**src/rtl/dii_consts.svh**
```systemverilog
`ifndef DII_CONSTS_SVH
`define DII_CONSTS_SVH

// Flit payload and header field widths.
`define DII_FLIT_WIDTH   16
`define DII_ID_WIDTH     10

`define DII_BUFFER_DEPTH 4 // Default flits per router input.

`endif

```
**src/rtl/dii_pkg.sv**
```systemverilog
`default_nettype none

`include "dii_consts.svh"

package dii_pkg;

   // One flit on a ring link.
   typedef struct packed {
      logic [`DII_FLIT_WIDTH-1:0] data;
      logic                       first; // Header flit.
      logic                       last;  // Tail flit.
   } dii_flit_t;

   // Router id, or the destination field of a header.
   typedef logic [`DII_ID_WIDTH-1:0] dii_id_t;

endpackage : dii_pkg

`default_nettype wire

```
**src/rtl/debug_ring.sv**
```systemverilog
`timescale 1ns/1ps
`default_nettype none

`include "dii_consts.svh"

module debug_ring
   import dii_pkg::*;
   #(parameter int PORTS       = 1,
     parameter int BUFFER_SIZE = `DII_BUFFER_DEPTH)
   (input  wire logic                             clk,
    input  wire logic                             rst_n,

    input  wire logic [PORTS*`DII_FLIT_WIDTH-1:0] in_data,
    input  wire logic [PORTS-1:0]                 in_valid,
    input  wire logic [PORTS-1:0]                 in_first,
    input  wire logic [PORTS-1:0]                 in_last,
    output wire logic [PORTS-1:0]                 in_ready,

    output wire logic [PORTS*`DII_FLIT_WIDTH-1:0] out_data,
    output wire logic [PORTS-1:0]                 out_valid,
    output wire logic [PORTS-1:0]                 out_first,
    output wire logic [PORTS-1:0]                 out_last,
    input  wire logic [PORTS-1:0]                 out_ready);

   localparam int W = `DII_FLIT_WIDTH;

   dii_flit_t lin_flit  [PORTS];
   dii_flit_t lout_flit [PORTS];

   // Per-router ring inputs and outputs.
   dii_flit_t        rin0_flit [PORTS];
   dii_flit_t        rin1_flit [PORTS];
   dii_flit_t        rout0_flit [PORTS];
   dii_flit_t        rout1_flit [PORTS];
   logic [PORTS-1:0] rin0_valid, rin0_ready, rin1_valid, rin1_ready;
   logic [PORTS-1:0] rout0_valid, rout0_ready, rout1_valid, rout1_ready;

   assign rout1_ready[PORTS-1] = 1'b1; // Misaddressed packets die here.

   for (genvar i = 0; i < PORTS; i++) begin : g_port
      assign lin_flit[i] = '{data: in_data[i*W +: W], first: in_first[i], last: in_last[i]};
      assign out_data[i*W +: W] = lout_flit[i].data;
      assign out_first[i]       = lout_flit[i].first;
      assign out_last[i]        = lout_flit[i].last;

      if (i == 0) begin : g_head
         assign rin0_flit[0]  = '0; // Nothing enters ring 0 from behind.
         assign rin0_valid[0] = 1'b0;
         // Second lap starts where ring 0 ends.
         assign rin1_flit[0]          = rout0_flit[PORTS-1];
         assign rin1_valid[0]         = rout0_valid[PORTS-1];
         assign rout0_ready[PORTS-1]  = rin1_ready[0];
      end else begin : g_chain
         assign rin0_flit[i]    = rout0_flit[i-1];
         assign rin0_valid[i]   = rout0_valid[i-1];
         assign rout0_ready[i-1] = rin0_ready[i];
         assign rin1_flit[i]    = rout1_flit[i-1];
         assign rin1_valid[i]   = rout1_valid[i-1];
         assign rout1_ready[i-1] = rin1_ready[i];
      end

      ring_router #(
         .ROUTER_ID   (dii_id_t'(i)),
         .BUFFER_SIZE (BUFFER_SIZE))
      u_router (
         .clk, .rst_n,
         .ring_in0_flit   (rin0_flit[i]),  .ring_in0_valid  (rin0_valid[i]),
         .ring_in0_ready  (rin0_ready[i]),
         .ring_in1_flit   (rin1_flit[i]),  .ring_in1_valid  (rin1_valid[i]),
         .ring_in1_ready  (rin1_ready[i]),
         .ring_out0_flit  (rout0_flit[i]), .ring_out0_valid (rout0_valid[i]),
         .ring_out0_ready (rout0_ready[i]),
         .ring_out1_flit  (rout1_flit[i]), .ring_out1_valid (rout1_valid[i]),
         .ring_out1_ready (rout1_ready[i]),
         .local_in_flit   (lin_flit[i]),   .local_in_valid  (in_valid[i]),
         .local_in_ready  (in_ready[i]),
         .local_out_flit  (lout_flit[i]),  .local_out_valid (out_valid[i]),
         .local_out_ready (out_ready[i]));
   end

endmodule : debug_ring

`default_nettype wire

```
**src/rtl/flit_buffer.sv**
```systemverilog
`timescale 1ns/1ps
`default_nettype none

`include "dii_consts.svh"

module flit_buffer
   import dii_pkg::*;
   #(parameter int DEPTH = `DII_BUFFER_DEPTH)
   (input  wire logic      clk,
    input  wire logic      rst_n,

    input  wire dii_flit_t in_flit,
    input  wire logic      in_valid,
    output logic           in_ready,

    output dii_flit_t      out_flit,
    output logic           out_valid,
    input  wire logic      out_ready);

   localparam int PTR_W = (DEPTH > 1) ? $clog2(DEPTH) : 1;
   localparam int CNT_W = $clog2(DEPTH + 1);

   dii_flit_t        mem [DEPTH];
   logic [PTR_W-1:0] wr_ptr;
   logic [PTR_W-1:0] rd_ptr;
   logic [CNT_W-1:0] count; // Occupancy.
   logic             wr_en;
   logic             rd_en;

   // Pointers wrap at DEPTH, which need not be a power of two.
   function automatic logic [PTR_W-1:0] ptr_inc(input logic [PTR_W-1:0] ptr);
      ptr_inc = (ptr == PTR_W'(DEPTH - 1)) ? '0 : ptr + 1'b1;
   endfunction

   assign in_ready  = (count != CNT_W'(DEPTH));
   assign out_valid = (count != '0);
   assign out_flit  = mem[rd_ptr]; // Head comes straight from storage.

   assign wr_en = in_valid & in_ready;
   assign rd_en = out_valid & out_ready;

   always_ff @(posedge clk) begin
      if (wr_en) begin
         mem[wr_ptr] <= in_flit;
      end
   end

   always_ff @(posedge clk) begin
      if (!rst_n) begin
         wr_ptr <= '0;
         rd_ptr <= '0;
         count  <= '0;
      end else begin
         if (wr_en) begin
            wr_ptr <= ptr_inc(wr_ptr);
         end
         if (rd_en) begin
            rd_ptr <= ptr_inc(rd_ptr);
         end
         // Simultaneous push and pop leave the count alone.
         case ({wr_en, rd_en})
            2'b10:   count <= count + 1'b1;
            2'b01:   count <= count - 1'b1;
            default: count <= count;
         endcase
      end
   end

endmodule : flit_buffer

`default_nettype wire

```
**src/rtl/packet_arbiter.sv**
```systemverilog
`timescale 1ns/1ps
`default_nettype none

module packet_arbiter
   import dii_pkg::*;
   (input  wire logic      clk,
    input  wire logic      rst_n,

    input  wire dii_flit_t a_flit,
    input  wire logic      a_valid,
    output logic           a_ready,

    input  wire dii_flit_t b_flit,
    input  wire logic      b_valid,
    output logic           b_ready,

    output dii_flit_t      out_flit,
    output logic           out_valid,
    input  wire logic      out_ready);

   typedef enum logic {
      idle,
      locked
   } state_t;

   state_t state;
   logic   last_b_q; // Set when b was granted most recently.
   logic   grant_b;
   logic   xfer;

   // While locked the owner of the current packet keeps the output.
   always_comb begin
      if (state == locked) begin
         grant_b = last_b_q;
      end else if (a_valid && b_valid) begin
         grant_b = ~last_b_q; // Round robin.
      end else begin
         grant_b = b_valid;
      end
   end

   assign out_flit  = grant_b ? b_flit : a_flit;
   assign out_valid = grant_b ? b_valid : a_valid;
   assign a_ready   = out_ready & ~grant_b;
   assign b_ready   = out_ready & grant_b;

   assign xfer = out_valid & out_ready;

   always_ff @(posedge clk) begin
      if (!rst_n) begin
         state    <= idle;
         last_b_q <= 1'b0;
      end else begin
         case (state)
            idle: begin
               if (xfer) begin
                  last_b_q <= grant_b;
                  if (!out_flit.last) begin
                     state <= locked;
                  end
               end
            end
            locked: begin
               // Grant is re-chosen the cycle after the tail.
               if (xfer && out_flit.last) begin
                  state <= idle;
               end
            end
            default: state <= idle;
         endcase
      end
   end

endmodule : packet_arbiter

`default_nettype wire

```
**src/rtl/packet_route_decoder.sv**
```systemverilog
`timescale 1ns/1ps
`default_nettype none

`include "dii_consts.svh"

module packet_route_decoder
   import dii_pkg::*;
   #(parameter dii_id_t ROUTER_ID = '0)
   (input  wire logic      clk,
    input  wire logic      rst_n,

    input  wire dii_flit_t in_flit,
    input  wire logic      in_valid,
    output logic           in_ready,

    output dii_flit_t      local_flit,
    output logic           local_valid,
    input  wire logic      local_ready,

    output dii_flit_t      pass_flit,
    output logic           pass_valid,
    input  wire logic      pass_ready);

   typedef enum logic {
      idle,
      in_packet
   } state_t;

   state_t state;
   logic   route_local_q; // Route of the packet in flight.
   logic   hdr_local;
   logic   sel_local;
   logic   xfer;

   // Destination sits in the low bits of the header.
   assign hdr_local = (in_flit.data[`DII_ID_WIDTH-1:0] == ROUTER_ID);
   assign sel_local = (state == idle) ? hdr_local : route_local_q;

   assign local_flit  = in_flit;
   assign pass_flit   = in_flit;
   assign local_valid = in_valid & sel_local;
   assign pass_valid  = in_valid & ~sel_local;
   assign in_ready    = sel_local ? local_ready : pass_ready;

   assign xfer = in_valid & in_ready;

   always_ff @(posedge clk) begin
      if (!rst_n) begin
         state         <= idle;
         route_local_q <= 1'b0;
      end else begin
         case (state)
            idle: begin
               // Single-flit packets never leave idle.
               if (xfer && !in_flit.last) begin
                  state         <= in_packet;
                  route_local_q <= hdr_local;
               end
            end
            in_packet: begin
               if (xfer && in_flit.last) begin
                  state <= idle;
               end
            end
            default: state <= idle;
         endcase
      end
   end

endmodule : packet_route_decoder

`default_nettype wire

```
**src/rtl/ring_router.sv**
```systemverilog
`timescale 1ns/1ps
`default_nettype none

`include "dii_consts.svh"

module ring_router
   import dii_pkg::*;
   #(parameter dii_id_t ROUTER_ID   = '0,
     parameter int      BUFFER_SIZE = `DII_BUFFER_DEPTH)
   (input  wire logic      clk,
    input  wire logic      rst_n,

    input  wire dii_flit_t ring_in0_flit,
    input  wire logic      ring_in0_valid,
    output wire logic      ring_in0_ready,

    input  wire dii_flit_t ring_in1_flit,
    input  wire logic      ring_in1_valid,
    output wire logic      ring_in1_ready,

    output wire dii_flit_t ring_out0_flit,
    output wire logic      ring_out0_valid,
    input  wire logic      ring_out0_ready,

    output wire dii_flit_t ring_out1_flit,
    output wire logic      ring_out1_valid,
    input  wire logic      ring_out1_ready,

    input  wire dii_flit_t local_in_flit,
    input  wire logic      local_in_valid,
    output wire logic      local_in_ready,

    output wire dii_flit_t local_out_flit,
    output wire logic      local_out_valid,
    input  wire logic      local_out_ready);

   dii_flit_t buf0_flit, bufl_flit, buf1_flit;
   logic      buf0_valid, bufl_valid, buf1_valid;
   logic      buf0_ready, bufl_ready, buf1_ready;

   dii_flit_t loc0_flit, pass0_flit, loc1_flit;
   logic      loc0_valid, pass0_valid, loc1_valid;
   logic      loc0_ready, pass0_ready, loc1_ready;

   flit_buffer #(.DEPTH(BUFFER_SIZE)) u_buf_ring0 (
      .clk, .rst_n,
      .in_flit   (ring_in0_flit),  .in_valid  (ring_in0_valid), .in_ready  (ring_in0_ready),
      .out_flit  (buf0_flit),      .out_valid (buf0_valid),     .out_ready (buf0_ready));

   flit_buffer #(.DEPTH(BUFFER_SIZE)) u_buf_local (
      .clk, .rst_n,
      .in_flit   (local_in_flit),  .in_valid  (local_in_valid), .in_ready  (local_in_ready),
      .out_flit  (bufl_flit),      .out_valid (bufl_valid),     .out_ready (bufl_ready));

   flit_buffer #(.DEPTH(BUFFER_SIZE)) u_buf_ring1 (
      .clk, .rst_n,
      .in_flit   (ring_in1_flit),  .in_valid  (ring_in1_valid), .in_ready  (ring_in1_ready),
      .out_flit  (buf1_flit),      .out_valid (buf1_valid),     .out_ready (buf1_ready));

   // Ring 0 either delivers here or continues.
   packet_route_decoder #(.ROUTER_ID(ROUTER_ID)) u_dec_ring0 (
      .clk, .rst_n,
      .in_flit    (buf0_flit),  .in_valid    (buf0_valid),  .in_ready    (buf0_ready),
      .local_flit (loc0_flit),  .local_valid (loc0_valid),  .local_ready (loc0_ready),
      .pass_flit  (pass0_flit), .pass_valid  (pass0_valid), .pass_ready  (pass0_ready));

   // Ring 1 pass traffic leaves unarbitrated.
   packet_route_decoder #(.ROUTER_ID(ROUTER_ID)) u_dec_ring1 (
      .clk, .rst_n,
      .in_flit    (buf1_flit),      .in_valid    (buf1_valid),      .in_ready    (buf1_ready),
      .local_flit (loc1_flit),      .local_valid (loc1_valid),      .local_ready (loc1_ready),
      .pass_flit  (ring_out1_flit), .pass_valid  (ring_out1_valid), .pass_ready  (ring_out1_ready));

   // Through traffic shares ring 0 with injection.
   packet_arbiter u_arb_ring0 (
      .clk, .rst_n,
      .a_flit   (pass0_flit),     .a_valid   (pass0_valid),     .a_ready   (pass0_ready),
      .b_flit   (bufl_flit),      .b_valid   (bufl_valid),      .b_ready   (bufl_ready),
      .out_flit (ring_out0_flit), .out_valid (ring_out0_valid), .out_ready (ring_out0_ready));

   packet_arbiter u_arb_local (
      .clk, .rst_n,
      .a_flit   (loc0_flit),      .a_valid   (loc0_valid),      .a_ready   (loc0_ready),
      .b_flit   (loc1_flit),      .b_valid   (loc1_valid),      .b_ready   (loc1_ready),
      .out_flit (local_out_flit), .out_valid (local_out_valid), .out_ready (local_out_ready));

endmodule : ring_router

`default_nettype wire

```
**config.mk**
```make
export PLATFORM = sky130hd
export DESIGN_NAME = debug_ring
export DESIGN_NICKNAME = d
export VERILOG_FILES = /design/src/rtl/dii_pkg.sv /design/src/rtl/debug_ring.sv /design/src/rtl/flit_buffer.sv /design/src/rtl/packet_arbiter.sv /design/src/rtl/packet_route_decoder.sv /design/src/rtl/ring_router.sv
export VERILOG_INCLUDE_DIRS = /design/src /design/src/rtl
export SDC_FILE = /design/constraint.sdc
export NUM_CORES = 1
export LEC_CHECK = 0
export ABC_AREA = 0
export BUFFER_PORTS_ARGS = -buffer_cell sky130_fd_sc_hd__buf_2
export CAP_MARGIN = 20
export CORE_AREA = 2 2 146 148
export CTS_CLUSTER_SIZE = 30
export DETAILED_ROUTE_END_ITERATION = 10
export DIE_AREA = 0 0 148 150
export GPL_ROUTABILITY_DRIVEN = 1
export HOLD_SLACK_MARGIN = 0.08
export PLACE_DENSITY_LB_ADDON = 0.25
export SETUP_SLACK_MARGIN = 0.1
export SKIP_LAST_GASP = 1
export SLEW_MARGIN = 20
export SYNTH_ARGS = -nofsm -noshare
export SYNTH_HDL_FRONTEND = slang
export SYNTH_HIERARCHICAL = 1
export SYNTH_SLANG_ARGS = --single-unit
```
**constraint.sdc**
```tcl
create_clock -name clk -period 6.6 [get_ports clk]
set_input_delay 0.33 -clock clk [delete_from_list [all_inputs] [get_ports clk]]
set_output_delay 0.33 -clock clk [all_outputs]
set_load 0.005 [all_outputs]
```
### Word-level counts from Yosys, hierarchy flattened

Memory sizes are Yosys's and may differ from the RTL's. A register that Yosys moved wholly into a read port is not among the register bits.
Index checks and enable logic that the tools add are counted.

* register bits: 25
* bits in writable memories: 144
* input bits: 22
* output and inout port bits: 20
* word-level logic and storage cells: 119
* memories: 2

Memories
* g_port[0].u_router.u_buf_local.mem: depth 4, bits a word 18, read ports 1, clocked after Yosys merged registers in 1, write ports 1, line flit_buffer.sv:23 `dii_flit_t mem [DEPTH];`
* g_port[0].u_router.u_buf_ring1.mem: depth 4, bits a word 18, read ports 1, clocked after Yosys merged registers in 1, write ports 1, line flit_buffer.sv:23

* add/sub/neg operators: 9
* equal/unequal tests: 10
* mux-type cells: 40
* bitwise logic cells: 22
* reduce and logical (&&, ||, !) cells: 21

Operators by type and width (count)
* 2-to-1 mux 18 bit: 2
* 2-to-1 mux 1 bit: 24
* 2-to-1 mux 2 bit: 8
* bitwise AND 1 bit: 13
* equality test 2 bit, second input constant: 6
* one-hot mux 3 bit (2 select lines): 2
* zero test 10 bit: 1
* zero test 10 bit, first input constant: 1
* NOT 1 bit: 9
* nonzero test 3 bit: 3
* subtractor 3 x 1 -> 3 bit, second input constant: 3
* adder 2 x 1 -> 2 bit, second input constant: 4
* one-hot mux 1 bit (2 select lines): 4
* AND reduction 2 bit: 4
* logical AND 1 bit: 7
* adder 3 x 1 -> 3 bit, second input constant: 2
* inequality test 3 bit, second input constant: 2
* equality test 2 x 1 -> 1 bit, second input constant: 2
* nonzero test 2 bit: 2
* logical AND 1 bit, second input constant: 1
* zero test 1 bit: 1
* zero test 1 bit, first input constant: 1

### Logic depth before layout (Yosys ltp)

* word-level depth: 14
* gate-level depth with buffers: 19

### Modules after synthesis

The synthesis kept the hierarchy.

By module, submodules not included
* flit_buffer: instances 3, cells an instance 150, area each 3098.0 um^2
* packet_route_decoder: instances 2, cells an instance 60, area each 494.2 um^2
* packet_arbiter: instances 2, cells an instance 44, area each 452.9 um^2
* debug_ring: instances 1, cells an instance 2, area each 7.5 um^2

### Worst setup path before layout

Ideal clock, no wire load.

* path kind: register to register
* start point: reg (tool-made name)
* end point: reg g_port[0].u_router.u_buf_ring1.count[2]
* setup time: 0.070 ns
* arrival time: 4.404 ns
* setup slack: 2.126 ns
* stages on the path, launching flop included: 20
* clock period less this slack: 4.474 ns
* cell sequence: dfxtp_1 buf_2 buf_6 mux4_2 nor4_4 a41oi_2 nor2b_1 a21boi_2 mux2i_4 buf_12 nor2_1 mux2_2 o31ai_1 inv_1 ha_1 inv_1 fa_1 xor2_1 or3_2 a21boi_1

RTL lines
* to (signal assigned): line flit_buffer.sv:62 `2'b10: count <= count + 1'b1;`
* to (signal assigned): line flit_buffer.sv:63 `2'b01: count <= count - 1'b1;`
* to (signal assigned): line flit_buffer.sv:64 `default: count <= count;`
* to (decl): line flit_buffer.sv:26 `logic [CNT_W-1:0] count;`

==> metrics <==
P_leak=4.394 nW; ANT cells=0; crit-path max FO=14; synth-to-layout area growth=11.50%; register area=0.007187 sq mm; Tcrit/Tclk final=0.7915; final core occ=0.5957; die height=150 um; CP Launch Type=register; First-pass DRT Iterations=4; postcts setup bufs=0; FP Rows=53; Filler Cell Count=1558; Mapped Avg Cell Area=17.24 sq um; grt total ovfl=0; Critical Path RT=7060 ps; Layout Cells excl Fill=1030; maximum VDD drop=0.0002532 V; Clock Sinks=251; switching power=1.556 mW; top-level port count=42; clock share of power=0.262; share of layout cells above drive strength 1=0.2795; placed cell count=963; Worst EP arrival=5680 ps; commonest non-fill, non-tap cell in the layout=edfxtp_1; Final Skew=20.57 ps; drt wl/cell=19.34 um; Slowest cell on crit path=dfxtp_1; Final ANT Viol Nets=0; number of max-cap violations=0; area of the die=0.02220 sq mm; logic gate share of total power=0.294; TritonCTS Buffers=27; fmax=191.4 MHz; worst hold path type=input port to register; initial core utilization=0.5342; final net count=778; Seq pwr share=0.444; clock-pin transition on the worst setup and hold timing paths=60 ps; Int Power=3.662 mW; most frequent cells in the layout=216 x edfxtp_1, 80 x conb_1, 54 x mux4_2; run status=finished, final reports clean; PortBufs=41; Total Routing Usage GR=0.1866; crit path cell chain=buf_4 -> mux4_2 -> nor4_4 -> a41oi_2 -> nor2b_1 -> a21boi_2 -> mux2i_4 -> and2_2 -> mux2_2 -> o31ai_1 -> inv_1 -> ha_1 -> inv_1 -> fa_1 -> xor2_1 -> or3_2 -> a21boi_1; Initial DRC Count=359; Clock Tree Root=clkbuf_16; Final setup violation count=0; number of global-route vias before repair=5706; TNS Setup=0 ps; DRC viols=0; CTS tree=built; gpl congestion=0.8207; final slew viol count=0; worst-skew pair later-pin latency=530 ps; Top cell by count, worst path=inv_1; total power=5.218 mW; first-pass GRT wire length=31.33 mm; Crit path largest cell delay=920 ps; Final Hold Viols=0; maximum clock path buffer count=3; Via density=5.319; antenna violations before repair=0; Die Span X=148 um; final wirelength=19.92 mm; Worst setup EP type=register; Final HPWL DP=13.74 mm; area taken by multi-input logic gates=0.003447 sq mm; core area=0.02069 sq mm; Worst-Margin Slew=977.1 ps; yosys warns=6; routed vias=5479; fin crit period=5224 ps; H-Tree Depth=1; kind of critical path=register to register; Syn Std Cell Area=0.01105 sq mm; post-cts resize count=0; Power Density=423.4 mW/mm^2; headroom to the max-slew limit=0.3477; sw frac=0.2983; Synth Instances=641; largest net degree at the start of global routing=42; RSZ-0062 raised after global routing=no
==> flip-flops by register name, indices dropped and copies added, names as in the netlist, named ones only <==
| register | flops |
|---|---|
| g_port.u_router/u_buf_local/mem | 72 |
| g_port.u_router/u_buf_local/wr_ptr | 2 |
| g_port.u_router/u_buf_ring0/rd_ptr | 2 |
| g_port.u_router/u_buf_ring1/wr_ptr | 2 |
| g_port.u_router/u_buf_ring1/mem | 72 |
| g_port.u_router/u_buf_ring0/count | 3 |
| g_port.u_router/u_arb_local/last_b_q | 1 |
| g_port.u_router/u_buf_ring0/wr_ptr | 2 |
| g_port.u_router/u_buf_ring1/count | 3 |
| g_port.u_router/u_dec_ring1/route_local_q | 1 |
| g_port.u_router/u_buf_local/count | 3 |
| g_port.u_router/u_dec_ring0/route_local_q | 1 |
| g_port.u_router/u_arb_ring0/last_b_q | 1 |
| g_port.u_router/u_buf_ring1/rd_ptr | 2 |
| g_port.u_router/u_buf_local/rd_ptr | 2 |
| g_port.u_router/u_buf_ring0/mem | 72 |
==> layout make-up <==
type                            instances  area share
Timing Repair Buffer                   63     0.03371
Clock inverter                         13    0.007107
Sequential cell                       251      0.5831
Inverter                               33     0.01005
Clock buffer                           36     0.05838
Multi-Input combinational cell        359      0.2797
Tap cell                              275     0.02792
==> through the flow <==
stage	hold slack (ps)	area, sq um	worst slack [ps]
after detailed placement	497.8	11340	1295
final	113.2	12320	1376
after global routing	128.2	12320	975.1
after global placement	473.6	11340	1503
after CTS	90.28	12320	1314
after floorplan	428.9	11350	2140
==> routing by layer <==
metal | vias up | part of all wire | global-route usage | wire length (um)
li1 | 2531 | - | - | -
met1 | 2779 | 0.43 | 0.2539 | 8611
met2 | 129 | 0.49 | 0.3120 | 9860
met3 | 40 | 0.049 | 0.03445 | 975
met4 | 0 | 0.024 | 0.05286 | 472
met5 | - | 0 | 0 | 0
==> power groups by stage <==
| stage | clock [mW] | combinational, mW | sequential, mW |
|---|---|---|---|
| floorplan | 0 | 1.44 | 2.25 |
| global placement | 0 | 1.47 | 2.33 |
| detailed placement | 0 | 1.52 | 2.35 |
| CTS | 1.39 | 1.54 | 2.32 |
| global route | 1.46 | 1.68 | 2.35 |
| finish | 1.37 | 1.54 | 2.32 |
==> path summary, 6_finish.rpt <==
kind | startpoint | endpoint | slack (ps) | cells after the start
max | register | g_port[0].u_router/u_buf_ring0/count[2] | 1380 | 17
min | in_valid | g_port[0].u_router/u_buf_local/wr_ptr[0] | 110 | 3
max reg2reg | register | g_port[0].u_router/u_buf_ring0/count[2] | 1380 | 17
min reg2reg | g_port[0].u_router/u_buf_ring0/wr_ptr[1] | g_port[0].u_router/u_buf_ring0/wr_ptr[1] | 500 | 2
==> what timing repair did <==
item / CTS / global route
hold buffers: 18 / 0
endpoints found under the hold margin: 72 / 0
setup endpoints to repair: 0 / 0
==> worst max-delay path, delay by kind of cell, from the launching register on <==
family	cells	cell delay [ps]
AO/OA/AOI/OAI	4	640
multiplexers	3	1150
buffers and inverters	3	460
flip-flops	1	920
AND/OR/NAND/NOR	4	1290
XOR/XNOR	1	150
adder cells (fa/ha/maj)	2	540
No activity file was read; power rests on OpenSTA's default activity.
